## src/common/core_config.svh

```systemverilog
`ifndef CORE_CONFIG_SVH
`define CORE_CONFIG_SVH

// datapath and address width
`define CORE_XLEN 16

// eight general registers
`define CORE_RADDR 3

// signed immediate in the low byte
`define CORE_IMM_W 8

// shift amount in the low nibble
`define CORE_SHAMT_W 4

// first fetch address
`define CORE_PC_RESET 0

`endif

```

## src/common/core_pkg.sv

```systemverilog
`include "core_config.svh"

package core_pkg;

    typedef logic [`CORE_XLEN-1:0]  word_t;     // data or address word
    typedef logic [`CORE_RADDR-1:0] reg_addr_t; // register number

    typedef enum logic [1:0] {
        CLASS_LOAD = 2'b00, CLASS_STORE = 2'b01, CLASS_LOADI = 2'b10, CLASS_REGOP = 2'b11
    } inst_class_e;

    // values match the funct field of register operations
    typedef enum logic [3:0] {
        ALU_ADD = 4'd0, ALU_SUB = 4'd1, ALU_AND = 4'd2, ALU_OR = 4'd3,
        ALU_XOR = 4'd4, ALU_SLL = 4'd8, ALU_SRL = 4'd9,
        ALU_PASS_IMM = 4'd15 // load immediate
    } alu_op_e;

    typedef enum logic [1:0] {WB_ALU = 2'd0, WB_MEM = 2'd1, WB_IMM = 2'd2} wb_src_e;

    typedef enum logic [1:0] {FWD_REG = 2'd0, FWD_EXMEM = 2'd1, FWD_WB = 2'd2} fwd_sel_e;

    typedef struct packed {
        word_t inst;
    } if_id_t;

    typedef struct packed {
        reg_addr_t                ra;
        reg_addr_t                rb;
        word_t                    a_val;       // register file value of ra
        word_t                    b_val;       // register file value of rb
        word_t                    imm;         // sign extended
        logic [`CORE_SHAMT_W-1:0] shamt;
        alu_op_e                  alu_op;
        logic                     alu_src_imm; // immediate replaces ra operand
        reg_addr_t                dest;
        logic                     reg_write;
        logic                     mem_write;
        logic                     mem_read;
        wb_src_e                  wb_src;
    } id_ex_t;

    typedef struct packed {
        word_t     result;     // alu result or memory address
        word_t     store_data;
        reg_addr_t dest;
        logic      reg_write;
        logic      mem_write;
        logic      mem_read;
        wb_src_e   wb_src;
    } ex_mem_t;

    typedef struct packed {
        word_t     result;
        word_t     mem_data;
        word_t     imm;
        reg_addr_t dest;
        logic      reg_write;
        wb_src_e   wb_src;
    } mem_wb_t;

endpackage

```

## src/hdl/fetch_stage.sv

```systemverilog
`include "core_config.svh"

module fetch_stage import core_pkg::*; (
    input  logic   clock,
    input  logic   reset_ALUop_2_3,
    input  logic   load_stall,
    input  word_t  inst,
    output word_t  pc_addr,
    output if_id_t if_id
);

    word_t pc;

    assign pc_addr = pc; // instruction memory reads this combinationally

    // no branches, so the pc only counts up or holds
    always_ff @(posedge clock or posedge reset_ALUop_2_3) begin
        if (reset_ALUop_2_3) begin
            pc <= word_t'(`CORE_PC_RESET);
        end else if (!load_stall) begin
            pc <= pc + 1'b1;
        end
    end

    always_ff @(posedge clock or posedge reset_ALUop_2_3) begin
        if (reset_ALUop_2_3) begin
            if_id <= '0; // all-zero word is the nop
        end else if (!load_stall) begin
            if_id.inst <= inst;
        end
    end

endmodule

```

## src/hdl/decode_stage.sv

```systemverilog
`include "core_config.svh"

module decode_stage import core_pkg::*; (
    input  logic      clock,
    input  logic      reset_ALUop_2_3,
    input  if_id_t    if_id,
    output reg_addr_t rd_addr_a,
    output reg_addr_t rd_addr_b,
    input  word_t     rd_data_a,
    input  word_t     rd_data_b,
    output logic      load_stall,
    output id_ex_t    id_ex
);

    inst_class_e cls;
    reg_addr_t   ra;
    reg_addr_t   rb;
    logic [3:0]  funct;
    logic        reads_a;
    logic        reads_b;
    id_ex_t      dec;

    assign cls   = inst_class_e'(if_id.inst[15:14]);
    assign ra    = if_id.inst[13:11];
    assign rb    = if_id.inst[10:8];
    assign funct = if_id.inst[7:4];

    assign rd_addr_a = ra;
    assign rd_addr_b = rb;

    always_comb begin
        dec       = '0;
        dec.ra    = ra;
        dec.rb    = rb;
        dec.a_val = rd_data_a;
        dec.b_val = rd_data_b;
        dec.imm   = {{(`CORE_XLEN-`CORE_IMM_W){if_id.inst[`CORE_IMM_W-1]}},
                     if_id.inst[`CORE_IMM_W-1:0]};
        dec.shamt = if_id.inst[`CORE_SHAMT_W-1:0];
        dec.dest  = rb;
        case (cls)
            CLASS_LOAD: begin
                dec.alu_op      = ALU_ADD; // address is rb + imm
                dec.alu_src_imm = 1'b1;
                dec.dest        = ra;
                dec.reg_write   = 1'b1;
                dec.mem_read    = 1'b1;
                dec.wb_src      = WB_MEM;
            end
            CLASS_STORE: begin
                dec.alu_op      = ALU_ADD;
                dec.alu_src_imm = 1'b1;
                dec.mem_write   = 1'b1;
            end
            CLASS_LOADI: begin
                dec.alu_op    = ALU_PASS_IMM;
                dec.reg_write = 1'b1;
                dec.wb_src    = WB_IMM;
            end
            CLASS_REGOP: begin
                dec.wb_src = WB_ALU;
                case (funct)
                    4'd0, 4'd1, 4'd2, 4'd3, 4'd4, 4'd8, 4'd9: begin
                        dec.alu_op    = alu_op_e'(funct);
                        dec.reg_write = 1'b1;
                    end
                    default: dec.alu_op = ALU_ADD; // unknown funct writes nothing
                endcase
            end
        endcase
    end

    // load immediate reads no register, loads read only rb
    assign reads_a = (cls == CLASS_STORE) || (cls == CLASS_REGOP);
    assign reads_b = (cls != CLASS_LOADI);

    assign load_stall = id_ex.mem_read && (id_ex.dest != '0) &&
                        ((reads_a && (ra == id_ex.dest)) || (reads_b && (rb == id_ex.dest)));

    always_ff @(posedge clock or posedge reset_ALUop_2_3) begin
        if (reset_ALUop_2_3) begin
            id_ex <= '0;
        end else if (load_stall) begin
            id_ex <= '0; // bubble, no write flags
        end else begin
            id_ex <= dec;
        end
    end

endmodule

```

## src/hdl/register_file.sv

```systemverilog
module register_file import core_pkg::*; (
    input  logic      clock,
    input  logic      reset_ALUop_2_3,
    input  reg_addr_t rd_addr_a,
    input  reg_addr_t rd_addr_b,
    output word_t     rd_data_a,
    output word_t     rd_data_b,
    input  logic      wr_en,
    input  reg_addr_t wr_addr,
    input  word_t     wr_data
);

    word_t regs [1:7]; // r0 is not stored

    // new value is visible in the cycle it is written
    function automatic word_t read_port(input reg_addr_t addr);
        word_t value;
        if (addr == '0) begin
            value = '0;
        end else if (wr_en && (wr_addr == addr)) begin
            value = wr_data;
        end else begin
            value = regs[addr];
        end
        return value;
    endfunction

    always_comb begin
        rd_data_a = read_port(rd_addr_a);
        rd_data_b = read_port(rd_addr_b);
    end

    always_ff @(posedge clock or posedge reset_ALUop_2_3) begin
        if (reset_ALUop_2_3) begin
            for (int i = 1; i < 8; i++) begin
                regs[i] <= '0;
            end
        end else if (wr_en && (wr_addr != '0)) begin
            regs[wr_addr] <= wr_data; // writes to r0 dropped
        end
    end

endmodule

```

## src/hdl/execute_stage.sv

```systemverilog
module execute_stage import core_pkg::*; (
    input  logic      clock,
    input  logic      reset_ALUop_2_3,
    input  id_ex_t    id_ex,
    input  logic      wb_en,
    input  reg_addr_t wb_addr,
    input  word_t     wb_data,
    output ex_mem_t   ex_mem,
    output word_t     mem_addr,
    output word_t     mem_write_data,
    output logic      mem_write
);

    fwd_sel_e sel_a;
    fwd_sel_e sel_b;
    word_t    op_a;     // ra after forwarding
    word_t    op_b;     // rb after forwarding
    word_t    alu_src;
    word_t    result;

    // the newer producer in ex_mem wins over write-back
    function automatic fwd_sel_e fwd_select(input reg_addr_t src_reg);
        fwd_sel_e sel;
        if (ex_mem.reg_write && !ex_mem.mem_read && (ex_mem.dest != '0) &&
            (ex_mem.dest == src_reg)) begin
            sel = FWD_EXMEM;
        end else if (wb_en && (wb_addr != '0) && (wb_addr == src_reg)) begin
            sel = FWD_WB;
        end else begin
            sel = FWD_REG;
        end
        return sel;
    endfunction

    function automatic word_t fwd_value(input fwd_sel_e sel, input word_t reg_val);
        word_t value;
        case (sel)
            FWD_EXMEM: value = ex_mem.result;
            FWD_WB:    value = wb_data;
            default:   value = reg_val;
        endcase
        return value;
    endfunction

    always_comb begin
        sel_a = fwd_select(id_ex.ra);
        sel_b = fwd_select(id_ex.rb);
        op_a  = fwd_value(sel_a, id_ex.a_val);
        op_b  = fwd_value(sel_b, id_ex.b_val);
    end

    assign alu_src = id_ex.alu_src_imm ? id_ex.imm : op_a;

    // rb is always the left operand
    always_comb begin
        case (id_ex.alu_op)
            ALU_ADD:      result = op_b + alu_src;
            ALU_SUB:      result = op_b - alu_src;
            ALU_AND:      result = op_b & alu_src;
            ALU_OR:       result = op_b | alu_src;
            ALU_XOR:      result = op_b ^ alu_src;
            ALU_SLL:      result = op_b << id_ex.shamt;
            ALU_SRL:      result = op_b >> id_ex.shamt;
            ALU_PASS_IMM: result = id_ex.imm;
            default:      result = '0;
        endcase
    end

    always_ff @(posedge clock or posedge reset_ALUop_2_3) begin
        if (reset_ALUop_2_3) begin
            ex_mem <= '0;
        end else begin
            ex_mem.result     <= result;
            ex_mem.store_data <= op_a; // stores write ra
            ex_mem.dest       <= id_ex.dest;
            ex_mem.reg_write  <= id_ex.reg_write;
            ex_mem.mem_write  <= id_ex.mem_write;
            ex_mem.mem_read   <= id_ex.mem_read;
            ex_mem.wb_src     <= id_ex.wb_src;
        end
    end

    assign mem_addr       = ex_mem.result;
    assign mem_write_data = ex_mem.store_data;
    assign mem_write      = ex_mem.mem_write;

endmodule

```

## src/hdl/writeback_stage.sv

```systemverilog
module writeback_stage import core_pkg::*; (
    input  logic      clock,
    input  logic      reset_ALUop_2_3,
    input  ex_mem_t   ex_mem,
    input  word_t     mem_read_data,
    output logic      wb_en,
    output reg_addr_t wb_addr,
    output word_t     wb_data
);

    mem_wb_t mem_wb;

    always_ff @(posedge clock or posedge reset_ALUop_2_3) begin
        if (reset_ALUop_2_3) begin
            mem_wb <= '0;
        end else begin
            mem_wb.result    <= ex_mem.result;
            mem_wb.mem_data  <= mem_read_data;
            mem_wb.dest      <= ex_mem.dest;
            mem_wb.reg_write <= ex_mem.reg_write;
            mem_wb.wb_src    <= ex_mem.wb_src;
        end
    end

    always_comb begin
        case (mem_wb.wb_src)
            WB_MEM:  wb_data = mem_wb.mem_data;
            default: wb_data = mem_wb.result; // load immediate passes through the alu
        endcase
    end

    assign wb_en   = mem_wb.reg_write;
    assign wb_addr = mem_wb.dest;

endmodule

```

## src/hdl/core_top.sv

```systemverilog
module core_top import core_pkg::*; (
    input  logic  clock,
    input  logic  reset_ALUop_2_3,
    output word_t pc_addr,
    input  word_t inst,
    output word_t mem_addr,
    output word_t mem_write_data,
    output logic  mem_write,
    input  word_t mem_read_data
);

    if_id_t    if_id;
    id_ex_t    id_ex;
    ex_mem_t   ex_mem;
    logic      load_stall;
    reg_addr_t rd_addr_a;
    reg_addr_t rd_addr_b;
    word_t     rd_data_a;
    word_t     rd_data_b;
    logic      wb_en;     // write port, also fed back for forwarding
    reg_addr_t wb_addr;
    word_t     wb_data;

    fetch_stage u_fetch (
        .clock           (clock),
        .reset_ALUop_2_3 (reset_ALUop_2_3),
        .load_stall      (load_stall),
        .inst            (inst),
        .pc_addr         (pc_addr),
        .if_id           (if_id)
    );

    decode_stage u_decode (
        .clock           (clock),
        .reset_ALUop_2_3 (reset_ALUop_2_3),
        .if_id           (if_id),
        .rd_addr_a       (rd_addr_a),
        .rd_addr_b       (rd_addr_b),
        .rd_data_a       (rd_data_a),
        .rd_data_b       (rd_data_b),
        .load_stall      (load_stall),
        .id_ex           (id_ex)
    );

    register_file u_regs (
        .clock           (clock),
        .reset_ALUop_2_3 (reset_ALUop_2_3),
        .rd_addr_a       (rd_addr_a),
        .rd_addr_b       (rd_addr_b),
        .rd_data_a       (rd_data_a),
        .rd_data_b       (rd_data_b),
        .wr_en           (wb_en),
        .wr_addr         (wb_addr),
        .wr_data         (wb_data)
    );

    execute_stage u_execute (
        .clock           (clock),
        .reset_ALUop_2_3 (reset_ALUop_2_3),
        .id_ex           (id_ex),
        .wb_en           (wb_en),
        .wb_addr         (wb_addr),
        .wb_data         (wb_data),
        .ex_mem          (ex_mem),
        .mem_addr        (mem_addr),
        .mem_write_data  (mem_write_data),
        .mem_write       (mem_write)
    );

    writeback_stage u_writeback (
        .clock           (clock),
        .reset_ALUop_2_3 (reset_ALUop_2_3),
        .ex_mem          (ex_mem),
        .mem_read_data   (mem_read_data),
        .wb_en           (wb_en),
        .wb_addr         (wb_addr),
        .wb_data         (wb_data)
    );

endmodule

```

## config.mk

```make
export PLATFORM = sky130hd
export DESIGN_NAME = core_top
export DESIGN_NICKNAME = d
export VERILOG_FILES = /design/src/common/core_pkg.sv /design/src/hdl/fetch_stage.sv /design/src/hdl/decode_stage.sv /design/src/hdl/register_file.sv /design/src/hdl/execute_stage.sv /design/src/hdl/writeback_stage.sv /design/src/hdl/core_top.sv
export VERILOG_INCLUDE_DIRS = /design/src /design/src/common
export SDC_FILE = /design/constraint.sdc
export NUM_CORES = 1
export LEC_CHECK = 0
export BUFFER_PORTS_ARGS = -buffer_cell sky130_fd_sc_hd__buf_4
export CORE_ASPECT_RATIO = 1.2
export CORE_MARGIN = 2
export CORE_UTILIZATION = 43
export DETAILED_ROUTE_END_ITERATION = 8
export SKIP_LAST_GASP = 1
export SYNTH_ARGS = -nofsm -noshare
export SYNTH_HDL_FRONTEND = slang
export SYNTH_HIERARCHICAL = 1
export SYNTH_SLANG_ARGS = --single-unit
```

## constraint.sdc

```tcl
create_clock -name clock -period 4.3 [get_ports clock]
set_input_delay 0.215 -clock clock [delete_from_list [all_inputs] [get_ports clock]]
set_output_delay 0.215 -clock clock [all_outputs]
set_load 0.05 [all_outputs]
```

==> results.yml <==
outcome:
  status: "complete, but fails checks"
  failed_checks: "negative setup slack"
global_routing:
  antenna_found_initial: 0
  grt_pass1_vias: 13253
  track_usage_pct: 23.8
  grt_pass1_wl_um: 76100
  grt_max_degree: 60
  grt.overflow.total: 0
floorplan:
  pin_count: 83
  core_mm2: 0.0388
  start_util_pct: 43.6
  die_area_mm2: 0.0410
  row_count: 79
  die_h_um: 221
  die_x_um: 185
routing:
  drc: 0
  drtPass1Iterations: 5
  wl_per_cell_um: 21.0
  via_per_inst: 5.65
  postRouteAntennaNets: 0
  routed_wl_um: 48000
  dr_total_vias: 12869
  drtIter0Drc: 874
setup_path:
  max_stage_delay_ns: 0.46
  crit_type: "flop to flop"
  path_cells: "xor2_2 -> nor4_4 -> buf_4 -> mux2_4 -> mux2i_2 -> o21a_2 -> ha_4 -> nor2_4 -> a21o_1 -> ha_1 -> nor2b_4 -> o21ai_2 -> a21boi_2 -> or4_4 -> a311oi_4 -> o2bb2ai_2 -> o21ai_2 -> xnor2_1 -> o21ai_1 -> a211o_1"
  crit_path_end_kind: "flop"
  crit_slowest_cell: "or4_4"
  required_ns: 4.76
  worst_setup_path_start_kind: "flop"
  cp_max_fo: 3
  crit_path_frequent_cell: "o21ai_2"
  cp.arrival_ns: 4.88
  r2r_slack_ns: -0.13
placed_design:
  dp_hpwl_um: 33400
  gp_congestion: 0.943
  port_buffers: 82
  place_inst: 2174
  place_ws_ns: -0.290
synth:
  yosysWarnings: 6
  synth_cells: 1618
  synth_fp_nets: 1702
  avgSynthCellArea_um2: 10.5
  synth_area_mm2: 0.0169
layout:
  fill_cells: 3526
  fin_nets: 1813
  num_antenna_cells: 0
  layout_common_cells: "dfrtp_1 (276), buf_4 (201), mux2_2 (152), nand2_1 (137), o21ai_0 (98)"
  final_cells: 2279
  final_common_cell: "dfrtp_1"
  layout-drive-gt1-share_pct: 30.1
  area_growth_pct: 17.2
timing:
  tightest_slew_ns: 1.11
  slew_headroom_pct: 25.7
  setup_viol: 3
  clock_skew_ns: 0.0138
  finalCritPeriodShare_pct: 103
  hold_viol: 0
  timing.hold.ws_ns: 0.254
  fin_crit_ns: 4.43
  fin_ws_ns: -0.129
  rsz0062_at_grt: "true"
  slew_violations: 0
  fmax_mhz: 226
clock_network:
  cts-buffers-inserted: 30
  cts.sinks: 281
  clk_pin_slew_worst_paths_ns: 0.07
  cts.path.max_buffers: 3
  h-tree-depth: 1
  cts_tree: "yes"
  clock_latency_ns: 0.57
  clockRootBuffer: "clkbuf_16"
power:
  p_seq_share_pct: 30.8
  irDropWorstVdd_uv: 363
  intPower_uw: 8260
  clkPwrFrac_pct: 20.2
  finalPower_uw: 13800
  powerDensity_mw_per_mm2: 698
  p_switching_uw: 5590
  pwr-share-comb_pct: 49.0
  p_sw_share_pct: 40.3
  power.leakage_uw: 0.00900
flow_run:
  max_cap_violations: 0
hold_path:
  min_path_type: "input port to asynchronous set/reset pin"
[routing by layer]
layer	vias up	GRT usage, %	wire length (um)
li1	5982	-	-
met5	-	0	0
met4	0	9.17	1820
met3	128	2.19	2280
met2	372	41.5	24200
met1	6387	30.2	19700
[layout make-up]
| class | instances | area [um^2] | share of cell area (%) |
|---|---|---|---|
| well taps | 526 | 658 | 3.32 |
| flip-flops and latches | 281 | 7040 | 35.5 |
| clock inverters | 15 | 195 | 0.984 |
| repair buffers | 236 | 1870 | 9.41 |
| clock buffers | 41 | 883 | 4.45 |
| multi-input cells | 1102 | 8890 | 44.9 |
| inverters | 78 | 295 | 1.49 |
[flip-flops by register name, summed over array words and instances, names as in the netlist]
name                      count
u_execute/mem_addr           16
u_execute/ex_mem              7
u_execute/mem_write_data     16
u_writeback/wb_addr           3
u_decode/id_ex               59
u_regs/regs                 112
u_writeback/mem_wb           34
u_execute/mem_write           1
u_fetch/if_id                16
u_fetch/pc_addr              16
u_writeback/wb_en             1
[repair_timing]
item,CTS,global route
pin swaps,9,26
setup buffers,12,9
endpoints found under the setup margin,6,13
hold buffers,33,0
gates cloned,0,0
gates resized for setup,13,36
endpoints found under the hold margin,232,0
[final timing paths]
path	from	endpoint	cells after the start
setup / recovery	u_writeback/wb_addr[2]$_DFF_PP0_	u_execute/mem_addr[13]$_DFF_PP0_	20
hold / removal	reset_ALUop_2_3	u_regs/regs[65]$_DFFE_PP0P_	3
setup reg to reg	u_writeback/wb_addr[2]$_DFF_PP0_	u_execute/mem_addr[13]$_DFF_PP0_	20
hold reg to reg	u_execute/ex_mem[1]$_DFF_PP0_	u_writeback/mem_wb[1]$_DFF_PP0_	0
max in group asynchronous	reset_ALUop_2_3	u_regs/regs[72]$_DFFE_PP0P_	4
min in group clock	mem_read_data[1]	u_writeback/mem_wb[23]$_DFF_PP0_	2
[worst max-delay path, delay by kind of cell (launching register included)]
family / cells / cell delay [ns]
compound gates: 9 / 1.41
xor+xnor: 2 / 0.34
fa+ha+maj: 2 / 0.44
buf+inv: 1 / 0.17
flops: 1 / 0.45
mux: 2 / 0.48
simple gates: 4 / 1.02
[power groups by stage]
| stage | sequential [uW] | clock [uW] | combinational [uW] |
|---|---|---|---|
| finish | 4270 | 2790 | 6790 |
| CTS | 4260 | 2850 | 6480 |
| global placement | 4270 | 0 | 6100 |
| floorplan | 4140 | 0 | 4520 |
| detailed placement | 4290 | 0 | 6180 |
| global route | 4380 | 2970 | 7350 |
[metrics by stage]
step	TNS, ns	util [%]	area (um^2)
after global placement	-0.762	46.6	18100
final	-0.191	51.0	19800
after CTS	-0.362	50.6	19600
after global routing	-1.50	51.0	19800
after floorplan	-0.303	-	17000
after detailed placement	-0.957	46.6	18100
Power figures use the tool's default switching activity.
